$ cat config.mk
export PLATFORM = sky130hd
export DESIGN_NAME = prime_set_loader
export DESIGN_NICKNAME = d
export VERILOG_FILES = /design/src/verilog/rsa_key_pkg.sv /design/src/verilog/prime_set_loader.sv
export VERILOG_INCLUDE_DIRS = /design/src /design/src/include
export SDC_FILE = /design/constraint.sdc
export NUM_CORES = 1
export LEC_CHECK = 0
export BUFFER_PORTS_ARGS = -buffer_cell sky130_fd_sc_hd__buf_2
export CORE_MARGIN = 1.5
export CORE_UTILIZATION = 40
export DETAILED_ROUTE_END_ITERATION = 10
export PLACE_DENSITY_LB_ADDON = 0.05
export SYNTH_ARGS = -nofsm -noshare
export SYNTH_HDL_FRONTEND = slang
export SYNTH_SLANG_ARGS = --single-unit
$ cat constraint.sdc
create_clock -name aclk -period 1.7 [get_ports aclk]
set_input_delay 0.34 -clock aclk [delete_from_list [all_inputs] [get_ports aclk]]
set_output_delay 0.34 -clock aclk [all_outputs]
set_load 0.05 [all_outputs]
$ cat src/include/rsa_keygen_defs.svh
// key generator sizing macros
// key width, public exponent, prime count, output credit depth
`ifndef RSA_KEYGEN_DEFS_SVH
`define RSA_KEYGEN_DEFS_SVH

// width of every prime and key word
`define KEY_WIDTH   32

// fixed public exponent (F4)
`define PUB_EXP     65537

// primes per key set
`define NUM_PRIMES  4

// most output credits the combiner can bank
`define KEY_CREDITS 4

`endif

$ cat src/verilog/rsa_key_pkg.sv
// arithmetic types for primes, key words and per-prime tables
`default_nettype none
`include "rsa_keygen_defs.svh"

package rsa_key_pkg;

	// one prime or one result word
	typedef logic [`KEY_WIDTH-1:0] key_word_t;

	// one word per prime, index = prime number
	typedef key_word_t [`NUM_PRIMES-1:0] prime_set_t;

	// [i][j] holds inv(prime j) mod prime i, diagonal unused
	typedef prime_set_t [`NUM_PRIMES-1:0] pair_table_t;

	// selects one of the four primes
	typedef logic [1:0] prime_idx_t;

endpackage

`default_nettype wire

$ cat src/verilog/prime_set_loader.sv
// input side: credit issue, prime set capture, set start
`timescale 1ns/10ps
`default_nettype none

module prime_set_loader import rsa_key_pkg::*; (
	input  wire        aclk,
	input  wire        aresetn,
	input  wire        prime_valid,  // source spends its credit
	input  wire key_word_t prime_0,
	input  wire key_word_t prime_1,
	input  wire key_word_t prime_2,
	input  wire key_word_t prime_3,
	input  wire        set_done,     // combiner finished the last beat
	output logic       prime_credit, // one credit per pulse
	output prime_set_t prime_set,
	output logic       set_start     // both sides kick off on this
);

	logic first_due; // first credit still owed after reset

	// ------------------------------
	// credit issue
	// ------------------------------
	always_ff @(posedge aclk) begin
		if (!aresetn) begin
			first_due    <= 1'b1;
			prime_credit <= 1'b0;
		end else begin
			first_due    <= 1'b0;
			prime_credit <= first_due | set_done; // one set in flight at most
		end
	end

	// start strobe lines up with the captured set
	always_ff @(posedge aclk) begin
		if (!aresetn) begin
			set_start <= 1'b0;
		end else begin
			set_start <= prime_valid;
		end
	end

	// capture, held until the next set arrives
	always_ff @(posedge aclk) begin
		if (prime_valid) begin
			prime_set <= {prime_3, prime_2, prime_1, prime_0};
		end
	end

endmodule

`default_nettype wire

==> results by group, run 1 <==
Synthesis
  • Yosys warnings: 0
  • Avg Inst Size Synth: 29.3 um^2
  • Mapped Area: 0.00392 mm^2
  • Syn Inst Count: 134
  • Syn Nets: 266
  • Yosys cell types: 5
  • Post-synthesis sequential element count: 131
  • Post-synthesis sequential area ratio: 99.6%

Clock network
  • Clock root buffer: clkbuf_8
  • Clk buf depth: 2
  • Hold_buf cts: 113
  • Clock sink total: 131
  • Num CTS Buffers: 17
  • Post-cts repair resize count: 0
  • Post-CTS setup buffer count: 0
  • # H-tree levels: 4

Place
  • Post-DP HPWL: 6400 um
  • Port Buffers: 261
  • GP Congestion: 0.737
  • Placed Cells incl. Taps: 528

Outcome
  • Outcome: aborted with a tool error
  • Stopped at: clock tree synthesis
  • Error: [ERROR RSZ-0060] Max buffer count reached.

Die
  • Site Rows: 35
  • Chip Width: 102 um
  • Die H: 102 um
  • Starting Density: 41.8%
  • Top-Level Pins: 262
Yosys cell counts (all sizes together):
master    n  share of area, %
and2      1              0.16
dfxtp     3               1.5
edfxtp  128                98
inv       1             0.096
o21a      1              0.19
kinds of logic after synthesis:
logic type | share of synthesized area, %
flops | 99.6
compound gates | 0.192
buf+inv | 0.0956
simple gates | 0.160
per-stage QoR:
step                      worst slack [ns]  area, um^2
after floorplan                      0.759        3920
after detailed placement             0.510        5460
after global placement               0.519        5460
==> inputs of run 2 (changes only) <==
--- a/config.mk
+++ b/config.mk
@@ -8,9 +8,9 @@
 export LEC_CHECK = 0
 export BUFFER_PORTS_ARGS = -buffer_cell sky130_fd_sc_hd__buf_2
 export CORE_MARGIN = 1.5
-export CORE_UTILIZATION = 40
+export CORE_UTILIZATION = 25
 export DETAILED_ROUTE_END_ITERATION = 10
-export PLACE_DENSITY_LB_ADDON = 0.05
+export PLACE_DENSITY_LB_ADDON = 0.15
 export SYNTH_ARGS = -nofsm -noshare
 export SYNTH_HDL_FRONTEND = slang
 export SYNTH_SLANG_ARGS = --single-unit
==> run 2 against run 1 <==
  * The run now ends clean
  * Synthesized cell count did not move
  * Area after synthesis stayed put
==> results by group, run 2 <==
Outcome
  • Outcome: finished clean (was aborted with a tool error)

Synthesis
  • Most used DFF post-synth: edfxtp_1 (unchanged)
  • Yosys cell types: 5 (unchanged)
  • Synth area leaders: edfxtp_1 98%, dfxtp_1 1.5%, o21a_1 0.19% (unchanged)
  • Yosys top cell by area: edfxtp_1 (unchanged)
  • Number of synthesized flops with an enable pin: 128 (unchanged)
  • Mapped Area: 0.00392 mm^2 (unchanged)
  • Post-synthesis sequential element count: 131 (unchanged)
  • Syn Nets: 266 (unchanged)
  • Commonest cells post-synth: 128 x edfxtp_1, 3 x dfxtp_1, 1 x and2_1, 1 x inv_1, 1 x o21a_1 (unchanged)
  • Avg Inst Size Synth: 29.3 um^2 (unchanged)
  • Post-synth top area share: 98.0% (unchanged)
  • Yosys warnings: 0 (unchanged)
  • Post-synthesis sequential area ratio: 99.6% (unchanged)
  • Count leader, synth: edfxtp_1 (unchanged)
  • Syn Inst Count: 134 (unchanged)
  • FFs w/ async S/R, synth: 0% (unchanged)

Routing
  • Iter 0 DRT Violations: 80
  • Drt pass-1 iters: 4
  • Routed wire length: 9790 um
  • Via count: 2,404
  • DRC violations left: 0
  • Wire length per cell: 15.2 um
  • Detail Route Antenna Nets: 0
  • Via density: 3.74

Layout
  • NumNets Final: 550
  • Layout cells sized above 1: 67.5%
  • Final Util: 40.3%
  • Area grow syn2layout: 56.8%
  • Largest register FFs: 128
  • Design area: 0.00615 mm^2
  • Fillcell total: 1,464
  • Top reg by flops: prime_set
  • Most frequent cells in the layout: 260 x buf_2, 128 x edfxtp_1, 17 x clkbuf_16, 4 x clkinv_1, 4 x bufinv_16
  • Commonest non-fill, non-tap cell in the layout: buf_2

Die
  • Area of the core: 0.0153 mm^2
  • Top-Level Pins: 262 (unchanged)
  • Starting Density: 25.7% (was 41.8%)
  • Site Rows: 45 (was 35)
  • Chip Width: 128 um (was 102 um)
  • Die area: 0.0164 mm^2
  • Die H: 128 um (was 102 um)

Setup path
  • Reg2Reg Depth: 1
  • Worst endpoint data arrival time: 1.02 ns
  • RR Endpoint: prime_credit
  • CP Capture Type: output port
  • Worst Path Buf+Inv: 1
  • R2R Setup Slk: 1.15 ns
  • Delay-heaviest family, CP: flip-flops
  • Crit path required time: 1.36 ns
  • Worst stage delay on the critical path: 0.34 ns
  • Critical path's slowest cell: edfxtp_1
  • Worst setup SP type: flop
  • Kind of critical path: flop to output port
  • Startpoint of the worst register-to-register path: first_due
  • Crit-path max FO: 1
  • CP cell instances: buf_2

Clock network
  • CTS tree: done
  • # H-tree levels: 4 (unchanged)
  • Hold_buf cts: 0 (was 113)
  • Reg clk slew, reported paths: 0.06 ns
  • Num CTS Buffers: 17 (unchanged)
  • Post-CTS setup buffer count: 0 (unchanged)
  • Clock root buffer: clkbuf_16 (was clkbuf_8)
  • Clock sink total: 131 (unchanged)
  • Post-cts repair resize count: 0 (unchanged)
  • Clk buf depth: 2 (unchanged)
  • Clock Latency Late Sink: 0.40 ns

Pwr
  • Pwr Density: 1450 mW/mm^2
  • Total power: 8.92 mW
  • Lkg Pwr: 2.63 nW
  • Max VDD drop: 0.640 mV

Worst hold path
  • Hold path endpoint: prime_set[46]
  • Hold Crit Depth: 1
  • Worst min path class: input port to flop
  • Hold_sp: prime_1[14]

STA
  • Tmin final: 1.36 ns
  • Worst slew pin tran: 0.305 ns
  • WHS: 0.105 ns
  • Final setup fails: 0
  • Clock Skew: 0.00000827 ns
  • RSZ-0062 raised after global routing: false
  • Relative slew slack: 79.7%
  • F_max: 0.736 GHz
  • Fin Setup TNS: 0 ns
  • Fin. max-slew vios: 0
  • Period utilisation layout: 79.9%
  • Hold Violations, Final: 0

Global routing
  • Total GRT Usage: 11.6%
  • First-pass GRT wire length: 13,500 um
  • Vias in the first global route: 2,479
  • GR Overflow Total: 0
  • Largest net degree at the start of global routing: 51
  • Initial antenna violation count: 0

Place
  • Placed Area: 0.00555 mm^2 (was 0.00546 mm^2)
  • Post-DP HPWL: 7420 um (was 6400 um)
  • Port Buffers: 261 (unchanged)
  • GP Congestion: 0.745 (was 0.737)

Job
  • Max-cap viol count: 0
==> run 2: area by class of cell <==
type                       instances  area [um^2]  area share (%)
antenna                            1         2.50          0.0407
sequential                       131         3900            63.5
multi-input combinational          2         13.8           0.224
tap                              211          264            4.29
timing repair buffer             265         1360            22.2
clock inverter                    13          165            2.69
inverter                           1         3.75          0.0610
clock buffer                      19          433            7.04
==> run 2: power by group <==
part | switching [mW] | internal [mW]
Sequential | 0.0583 | 3.83
Combinational | 1.08 | 0.278
Clock | 1.25 | 2.42
Total | 2.39 | 6.53
==> run 2: how the worst max path moves through the flow <==
stage / cells past startpoint / end / startpoint / slack (ns)
floorplan: 0 / prime_set[0] / prime_set[0] / 0.76
global placement: 2 / prime_set[105] / prime_valid / 0.40
detailed placement: 2 / prime_set[13] / prime_valid / 0.37
CTS: 1 / prime_set[68] / prime_set[68] / 0.31
global route: 1 / prime_set[95] / prime_set[95] / 0.29
finish: 1 / prime_set[57] / prime_set[57] / 0.34
==> run 2: logic make-up after synthesis <==
kind of cell,share of synthesized area (%)
flops,99.6
simple gates,0.160
compound gates,0.192
buf+inv,0.0956
==> run 2: routing by layer <==
layer  share of wire, %  wire length, um  vias up  global-route usage [%]
met1                 35             3420     1158                    12.0
met5                  0                0        -                       0
met4                1.9              190        0                    6.15
met2                 55             5360      117                    19.6
met3                8.4              823       13                    5.63
li1                   -                -     1116                       -
==> run 2: stage by stage <==
stage / cells / setup slack, ns
after global placement: 610 / 0.398
after global routing: 642 / 0.291
after floorplan: 134 / 0.759
after detailed placement: 610 / 0.370
after CTS: 642 / 0.309
final: 643 / 0.341
Note: power is estimated with default switching activity, not from simulation.
