**src/include/rsa_keygen_defs.svh**
```systemverilog
// key generator sizing macros
// key width, public exponent, prime count, output credit depth
`ifndef RSA_KEYGEN_DEFS_SVH
`define RSA_KEYGEN_DEFS_SVH

// width of every prime and key word
`define KEY_WIDTH   32

// fixed public exponent (F4)
`define PUB_EXP     65537

// primes per key set
`define NUM_PRIMES  4

// most output credits the combiner can bank
`define KEY_CREDITS 4

`endif

```
**src/verilog/keygen_ctrl_pkg.sv**
```systemverilog
// state encodings for the inverse engine and the sequencers
`default_nettype none

package keygen_ctrl_pkg;

	// extended euclid engine
	typedef enum logic [1:0] {
		EU_IDLE,   // waiting for start
		EU_STEP,   // one quotient step per cycle
		EU_FINISH  // fold coefficients into range
	} euclid_state_t;

	// job sequencers and combiner
	typedef enum logic [1:0] {
		SEQ_IDLE,  // waiting for work
		SEQ_ISSUE, // launch job / compute
		SEQ_WAIT,  // job in flight or beats pending
		SEQ_HOLD   // one-cycle done strobe
	} seq_state_t;

endpackage

`default_nettype wire

```
**src/verilog/rsa_key_pkg.sv**
```systemverilog
// arithmetic types for primes, key words and per-prime tables
`default_nettype none
`include "rsa_keygen_defs.svh"

package rsa_key_pkg;

	// one prime or one result word
	typedef logic [`KEY_WIDTH-1:0] key_word_t;

	// one word per prime, index = prime number
	typedef key_word_t [`NUM_PRIMES-1:0] prime_set_t;

	// [i][j] holds inv(prime j) mod prime i, diagonal unused
	typedef prime_set_t [`NUM_PRIMES-1:0] pair_table_t;

	// selects one of the four primes
	typedef logic [1:0] prime_idx_t;

endpackage

`default_nettype wire

```
**src/verilog/exponent_unit.sv**
```systemverilog
// private exponent side
// d_i = e^-1 mod (p_i - 1), one engine run per prime
`timescale 1ns/10ps
`default_nettype none
`include "rsa_keygen_defs.svh"

module exponent_unit import rsa_key_pkg::*, keygen_ctrl_pkg::*; (
	input  wire        aclk,
	input  wire        aresetn,
	input  wire        set_start,
	input  wire prime_set_t prime_set,
	output prime_set_t exp_d,    // valid from exp_done on
	output logic       exp_done
);

	seq_state_t state;
	prime_idx_t idx;  // prime under work

	logic      eng_start, eng_done;
	key_word_t eng_num, eng_mod, eng_inv_num;

	assign eng_start = (state == SEQ_ISSUE);
	assign eng_num   = key_word_t'(`PUB_EXP);
	assign eng_mod   = prime_set[idx] - 1'b1; // phi contribution of p_i
	assign exp_done  = (state == SEQ_HOLD);

	// ------------------------------
	// job sequencer
	// ------------------------------
	always_ff @(posedge aclk) begin
		if (!aresetn) begin
			state <= SEQ_IDLE;
			idx   <= '0;
		end else begin
			case (state)
				SEQ_IDLE: begin
					if (set_start) begin
						idx   <= '0;
						state <= SEQ_ISSUE;
					end
				end
				SEQ_ISSUE: state <= SEQ_WAIT; // engine took the operands
				SEQ_WAIT: begin
					if (eng_done) begin
						if (idx == prime_idx_t'(`NUM_PRIMES - 1)) begin
							state <= SEQ_HOLD;
						end else begin
							idx   <= idx + 1'b1;
							state <= SEQ_ISSUE;
						end
					end
				end
				SEQ_HOLD: state <= SEQ_IDLE;
				default: state <= SEQ_IDLE;
			endcase
		end
	end

	// results land per prime
	always_ff @(posedge aclk) begin
		if (state == SEQ_WAIT && eng_done) begin
			exp_d[idx] <= eng_inv_num;
		end
	end

	ext_euclid_engine u_engine (
		.aclk    (aclk),
		.aresetn (aresetn),
		.start   (eng_start),
		.num     (eng_num),
		.modulus (eng_mod),
		.inv_num (eng_inv_num),
		.inv_mod (),            // e^-1 mod stays unused here
		.done    (eng_done)
	);

endmodule

`default_nettype wire

```
**src/verilog/ext_euclid_engine.sv**
```systemverilog
// iterative extended euclid engine
// returns both bezout inverses of two coprime operands
`timescale 1ns/10ps
`default_nettype none
`include "rsa_keygen_defs.svh"

module ext_euclid_engine import rsa_key_pkg::*, keygen_ctrl_pkg::*; (
	input  wire       aclk,
	input  wire       aresetn,
	input  wire       start,    // operands sampled with this
	input  wire key_word_t num,
	input  wire key_word_t modulus,
	output key_word_t inv_num,  // num^-1 mod modulus
	output key_word_t inv_mod,  // modulus^-1 mod num
	output logic      done      // one-cycle strobe
);

	euclid_state_t state;

	key_word_t r_prev, r_cur;                   // remainder pair
	logic signed [`KEY_WIDTH:0] t_prev, t_cur;  // coefficients of num
	logic signed [`KEY_WIDTH:0] s_prev, s_cur;  // coefficients of modulus
	key_word_t num_q, mod_q;                    // operands kept for the final fold

	key_word_t quo, rem;
	logic signed [`KEY_WIDTH:0] t_next, s_next;
	logic signed [`KEY_WIDTH:0] t_fix, s_fix;

	// ------------------------------
	// one quotient step
	// ------------------------------
	always_comb begin
		quo = '0;
		rem = r_prev;
		if (r_cur != '0) begin // guard divide by zero on the last step
			quo = r_prev / r_cur;
			rem = r_prev % r_cur;
		end
		// true values stay within +-modulus so wrap in width+1 bits is harmless
		t_next = t_prev - $signed({1'b0, quo}) * t_cur;
		s_next = s_prev - $signed({1'b0, quo}) * s_cur;
		// negative coefficient -> add the other operand once
		t_fix = t_prev[`KEY_WIDTH] ? t_prev + $signed({1'b0, mod_q}) : t_prev;
		s_fix = s_prev[`KEY_WIDTH] ? s_prev + $signed({1'b0, num_q}) : s_prev;
	end

	// ------------------------------
	// control
	// ------------------------------
	always_ff @(posedge aclk) begin
		if (!aresetn) begin
			state <= EU_IDLE;
			done  <= 1'b0;
		end else begin
			done <= 1'b0;
			case (state)
				EU_IDLE: if (start) state <= EU_STEP;
				EU_STEP: if (r_cur == '0) state <= EU_FINISH; // gcd sits in r_prev
				EU_FINISH: begin
					done  <= 1'b1;
					state <= EU_IDLE;
				end
				default: state <= EU_IDLE;
			endcase
		end
	end

	// datapath
	always_ff @(posedge aclk) begin
		case (state)
			EU_IDLE: begin
				if (start) begin
					r_prev <= modulus;
					r_cur  <= num;
					t_prev <= '0;     // modulus = 0*num + 1*modulus
					t_cur  <= 'sd1;   // num     = 1*num + 0*modulus
					s_prev <= 'sd1;
					s_cur  <= '0;
					num_q  <= num;
					mod_q  <= modulus;
				end
			end
			EU_STEP: begin
				if (r_cur != '0) begin
					r_prev <= r_cur;
					r_cur  <= rem;
					t_prev <= t_cur;
					t_cur  <= t_next;
					s_prev <= s_cur;
					s_cur  <= s_next;
				end
			end
			EU_FINISH: begin
				inv_num <= t_fix[`KEY_WIDTH-1:0];
				inv_mod <= s_fix[`KEY_WIDTH-1:0]; // 0 when num is 1
			end
			default: ;
		endcase
	end

endmodule

`default_nettype wire

```
**config.mk**
```make
export PLATFORM = sky130hd
export DESIGN_NAME = exponent_unit
export DESIGN_NICKNAME = d
export VERILOG_FILES = /design/src/verilog/keygen_ctrl_pkg.sv /design/src/verilog/rsa_key_pkg.sv /design/src/verilog/exponent_unit.sv /design/src/verilog/ext_euclid_engine.sv
export VERILOG_INCLUDE_DIRS = /design/src /design/src/include
export SDC_FILE = /design/constraint.sdc
export NUM_CORES = 2
export LEC_CHECK = 0
export ABC_AREA = 1
export BUFFER_PORTS_ARGS = -buffer_cell sky130_fd_sc_hd__buf_2
export CORE_UTILIZATION = 55
export CTS_CLUSTER_DIAMETER = 120
export DETAILED_ROUTE_END_ITERATION = 8
export PLACE_DENSITY = 0.72
export SYNTH_ARGS = -nofsm -noshare
export SYNTH_HDL_FRONTEND = slang
export SYNTH_SLANG_ARGS = --single-unit
```
**constraint.sdc**
```tcl
create_clock -name aclk -period 82.7 [get_ports aclk]
set_input_delay 16.54 -clock aclk [delete_from_list [all_inputs] [get_ports aclk]]
set_output_delay 16.54 -clock aclk [all_outputs]
set_load 0.01 [all_outputs]
```
== Word level (Yosys, flattened, before mapping) ==
Index checks and enable logic that the tools add are counted.
Widths: inputs -> output; s select.
Storage, ports and cells
  flip-flop bits (word level): 329
  bits of input ports: 131
  logic and storage cells: 79
Cells by class
  $add $sub $neg: 4
  $mul: 1
  div/mod/pow operators: 2
  magnitude comparators: 2
  eq/ne operators: 12
  muxes and demuxes: 31
  reduce and logical (&&, ||, !) cells: 13
Operators with widths (count)
  $mux 32: 8
  $mux 33: 4
  $pmux 33 s2: 2
  $bwmux 128: 1
  $pmux 32 s2: 2
  $bmux 32 s2: 1
  $demux 32 s2: 1
  $mul 33x33->33: 1
  $sub 33x33->33: 1
  $add 32x32->32: 1
  $div 32x32->32: 1
  $logic_not 32->1: 1
  $mod 32x32->32: 1
  $reduce_bool 32->1: 1
  $sub 32x1->32 const B: 1
  $mux 2: 8
  $eq 2x2->1 const B: 4
  $pmux 2 s2: 2
  $pmux 2 s4: 1
  $ne 2x1->1 const B: 3
  $ne 2x2->1 const B: 3
  $reduce_and 2->1: 3
  $eq 2x1->1 const B: 2
  $logic_not 2->1: 2
  other kinds (8): 10

== Longest topological paths before layout ==
  depth in word-level cells: 6
  depth in mapped cells: 585
  mapped depth without buffers: 577

== Hierarchy ==
A second synthesis with hierarchy kept.
Unflattened totals
  cell total of the unflattened synthesis: 11140
  area, all modules: 84994.0 µm²
Modules (own cells, without submodules)
  ext_euclid_engine: instances 1, cells an instance 10522, area each 78874.4 µm²
  exponent_unit: instances 1, cells an instance 618, area each 6119.6 µm²

== Worst setup path after synthesis ==
Ideal clock, no wire load.
  path kind: register to register
  from: register u_engine.r_cur[0]
  to: register u_engine.t_cur[32], data pin
  arrival: 66.696 ns
  data required time: 82.430 ns
  setup slack: 15.734 ns
  cell stages (with the launch flop): 536
  buffers on the path: 16
  path through: edfxtp_1 -> inv_1 -> ha_1 -> nand2_1 -> nor2_1 -> nand2_1 -> nor2_1 -> nand3_1 -> nand3_1 -> nand2_1 -> ha_1 -> nand2_1 -> nor3_1 -> nand3_1 -> a21oi_1 -> nand2_1 -> o21ai_1 -> inv_1 -> [500 not listed] -> inv_1 -> o21ai_0 -> nand2_1 -> nand2_1 -> nand2_1 -> a21oi_1 -> o21ai_0 -> nand3_1 -> nand2_1 -> a21oi_1 -> nor2_1 -> nor2_1 -> xor2_1 -> xor2_1 -> inv_1 -> or2_1 -> nand3_1 -> a21oi_1
Between the ends
  longest elaborated chain between the ends: 6
  elaborated cells on any way between the ends: 7
  those cells by class: 1 x add/sub; 1 x mul; 1 x div; 3 x mux; 1 x reduce/logical
Ends and longest elaborated chain
  from (decl): line ext_euclid_engine.sv:20  | key_word_t r_prev, r_cur;
  from (signal assigned): line ext_euclid_engine.sv:74  | r_cur <= num;
  from (signal assigned): line ext_euclid_engine.sv:86  | r_cur <= rem;
  $div 32x32->32 / $reduce_bool 32->1 (equally long branches): line ext_euclid_engine.sv:36, ext_euclid_engine.sv:35
  $mux 32 (*): line ext_euclid_engine.sv:35  | if (r_cur != '0) begin
  $mul 33x33->33 (*): line ext_euclid_engine.sv:40  | t_next = t_prev - $signed({1'b0, quo}) * t_cur;
  $sub 33x33->33 (*): line ext_euclid_engine.sv:40
  $mux 33 (*): line ext_euclid_engine.sv:84  | if (r_cur != '0) begin
  $pmux 33 s2 (*): line ext_euclid_engine.sv:70  | case (state)
  to (signal assigned): line ext_euclid_engine.sv:88  | t_cur <= t_next;
  to (decl): line ext_euclid_engine.sv:21  | logic signed [`KEY_WIDTH:0] t_prev, t_cur;
Every way passes the cells marked *; elsewhere a longest branch is shown, timed or not. The select of a mux whose other input is x is not followed.
A chain may end at the register's enable or synchronous reset.

== Final worst setup path ==
  from: register u_engine.r_cur[24]
  to: register u_engine.t_cur[32], data pin
The elaborated chain is that of the path after synthesis.

==> results by group <==
Timing
  • Setup WS post-layout: 6.599 ns
  • Final Hold Vio Count: 0
  • Final number of setup-violating endpoints: 0
  • Slew @ Worst Pin: 1.320 ns
  • Post-layout minimum cycle time: 76.10 ns
  • Final Skew: 0.05043 ns
  • Fmax: 13.14 MHz
  • Slew headroom: 0.1169
  • Setup_tns: 0 ns
  • Final period util: 0.9202
  • Final Slew Violations: 0

Global routing
  • Overall routing resource usage: 0.3714
  • First-pass GRT wire length: 321.5 mm
  • Congestion Overflow GR: 0
  • Number of global-route vias before repair: 55580
  • Largest net degree at the start of global routing: 67
  • Initial antenna violation count: 11

Clock tree
  • Clock Tree Root: clkbuf_16
  • Clk slew on worst S/H paths: 0.06 ns
  • Hold buffer count at CTS: 0
  • Max clock buf depth: 3
  • CTS HTree Levels: 2
  • Skew-Pair Late Insertion Delay: 0.66 ns
  • TritonCTS Buffers: 42
  • TritonCTS clock tree: built
  • Clk sinks: 329

Worst setup path
  • Crit Path Max Fanout: 37
  • Startpoint types: flip-flop
  • Worst R2R Start: u_engine.r_cur[24]
  • Flop2flop setup slack: 6.60 ns
  • Slowest-stage cell, CP: o21ai_0
  • Depth of the most critical reg-to-reg path: 526
  • Setup crit end kind: flip-flop
  • CP max stage delay: 0.60 ns
  • WS Path Type: flip-flop to flip-flop
  • CP arrival: 76.47 ns
  • CP most frequent cell: nand2_1
  • RR Endpoint: u_engine.t_cur[32]
  • Critical Path RT: 83.07 ns

Placed design
  • IO Port Bufs: 259
  • Post-DP HPWL: 167.4 mm
  • GP Congestion: 1.009
  • Placement Setup Slack: -0.4798 ns

Floorplanning
  • Core area: 110800 um2
  • Rows: 122
  • Die width: 336.6 um
  • Starting density of the core: 0.5558
  • DIE AREA: 113300 um2
  • I/O Pins: 260
  • Die H: 336.6 um

Drt
  • Residual DRC: 0
  • Routed wire length: 213.4 mm
  • Total number of vias: 58190
  • Drt wl/cell: 21.06 um
  • DR vias/cell: 5.742
  • Antenna viol nets, final: 0
  • Drt first pass iters: 6
  • Initial DRC count: 4977

Synth
  • Syn avg cell area: 7.335 um2
  • Post-synthesis sequential area ratio: 0.1593
  • Synth Instances: 8397
  • Ys Warns: 0
  • Flops & latches, synth: 329
  • Area contributors post-synth: edfxtp_1 16%, fa_1 15%, ha_1 15%, nand2_1 13%, inv_1 8.0%
  • Netlist cell types: 88
  • Post-synth EDFFs: 322
  • Syn_nets: 9726
  • Most common library cells after synthesis: 2114 x nand2_1, 1315 x inv_1, 726 x ha_1
  • Post-synth top flop: edfxtp_1
  • Synth top area share: 0.1570
  • Async S/R FF share, synth: 0
  • Cell area after synthesis: 61590 um2
  • Most frequent cell after synthesis: nand2_1
  • Yosys top cell by area: edfxtp_1

Hold path
  • WHS Endpoint: exp_d[2]
  • Hold Crit Class: flip-flop to flip-flop
  • Hold_sp: u_engine.inv_num[2]
  • Hold Path Depth: 0

Final layout
  • Share of layout cells above drive strength 1: 0.1040
  • Fin nets: 9936
  • Area grow syn2layout: 8.266%

Status
  • Status: finished, final reports clean

Run
  • # Max-Cap Violations: 0
## final cells by class
class / instances / area [um2]
repair buffers: 393 / 2362
multi-input cells: 6469 / 45980
diodes: 5 / 12.51
fillers: 10310 / 44140
clock buffers: 47 / 1090
inverters: 1369 / 5190
clock inverters: 31 / 354.1
repair inverters: 3 / 15.01
flip-flops and latches: 329 / 9811
well taps: 1488 / 1862
## flip-flops by register name, summed over array words and instances, names as in the netlist
name	count
u_engine.state	2
u_engine.mod_q	32
u_engine.t_cur	33
state	2
u_engine.r_cur	32
u_engine.done	1
idx	2
u_engine.r_prev	32
exp_d	128
u_engine.t_prev	33
u_engine.inv_num	32
## per-stage QoR
stage               instances  hold WS [ns]    util  instance area, um2
floorplan                8397        0.4449       -               61590
global placement         9998        0.4809  0.5794               64210
detailed placement       9998        0.4821  0.5794               64210
CTS                     10080        0.5008  0.5925               65660
global route            10130        0.5223  0.6017               66680
finish                  10130        0.5081  0.6017               66680
## kinds of logic after synthesis
group                      share of synthesized area
buffers and inverters                         0.1042
xor gates and xnor gates                     0.06984
adders and majority gates                     0.3009
and+or+nand+nor                               0.2363
DFF                                           0.1593
muxes                                       0.001666
AOI/OAI and AO/OA                             0.1278
## critical path: cells and delay by family, from the launching register on
family / cells / cell delay (ns)
compound gates: 137 / 23.62
xor+xnor: 3 / 0.50
buf+inv: 77 / 7.77
simple gates: 269 / 29.37
flops: 1 / 0.42
fa+ha+maj: 40 / 13.79
## cells in the final DEF, fill, tap and decap left out, types with 21 or more instances in the layout
master / netlist / layout
a211oi_1: 22 / 21
a21o_1: 26 / 26
a21oi_1: 600 / 583
a21oi_2: 22 / 40
a32o_1: 27 / 27
and2_1: 28 / 28
buf_2: 19 / 259
buf_4: 13 / 126
clkbuf_16: 0 / 42
edfxtp_1: 322 / 322
fa_1: 472 / 472
ha_1: 726 / 726
inv_1: 1315 / 1304
inv_2: 45 / 47
nand2_1: 2114 / 2105
nand2_2: 71 / 69
nand3_1: 339 / 333
nand3_2: 56 / 58
nand4_1: 51 / 51
nor2_1: 535 / 518
nor2_4: 5 / 21
nor3_1: 77 / 72
nor4_1: 30 / 22
o21a_1: 24 / 24
o21ai_0: 357 / 335
o21ai_1: 67 / 78
o21ai_2: 19 / 30
o21bai_1: 37 / 37
or2_2: 64 / 64
xnor2_1: 175 / 175
xor2_1: 311 / 311
## per-layer routing
layer  GRT usage  part of all wire
met3     0.05383             0.085
met5           0           0.00013
met2      0.6112              0.46
met1      0.4727              0.40
met4      0.1938             0.061
## repair_timing
action                                  in CTS  in global routing
setup buffers                                0                 45
pin swaps                                    0                 18
gates resized for setup                      2                153
cloned                                       0                  8
endpoints found under the setup margin       1                 65
## worst max-delay path by stage
stage / start / end / slack [ns] / cells past startpoint
floorplan: u_engine.r_cur[0] / u_engine.t_cur[32] / 15.73 / 535
finish: u_engine.r_cur[24] / u_engine.t_cur[32] / 6.60 / 526
CTS: u_engine.r_cur[27] / u_engine.t_cur[32] / 0.08 / 528
global placement: u_engine.r_cur[27] / u_engine.t_cur[32] / 1.26 / 525
global route: u_engine.r_prev[7] / u_engine.t_cur[32] / -0.33 / 532
detailed placement: u_engine.r_cur[27] / u_engine.t_cur[32] / -0.48 / 528
Power is left out: the tool's default activity adds up to more than one toggle a clock period on the data nets, which glitch-free logic cannot reach.
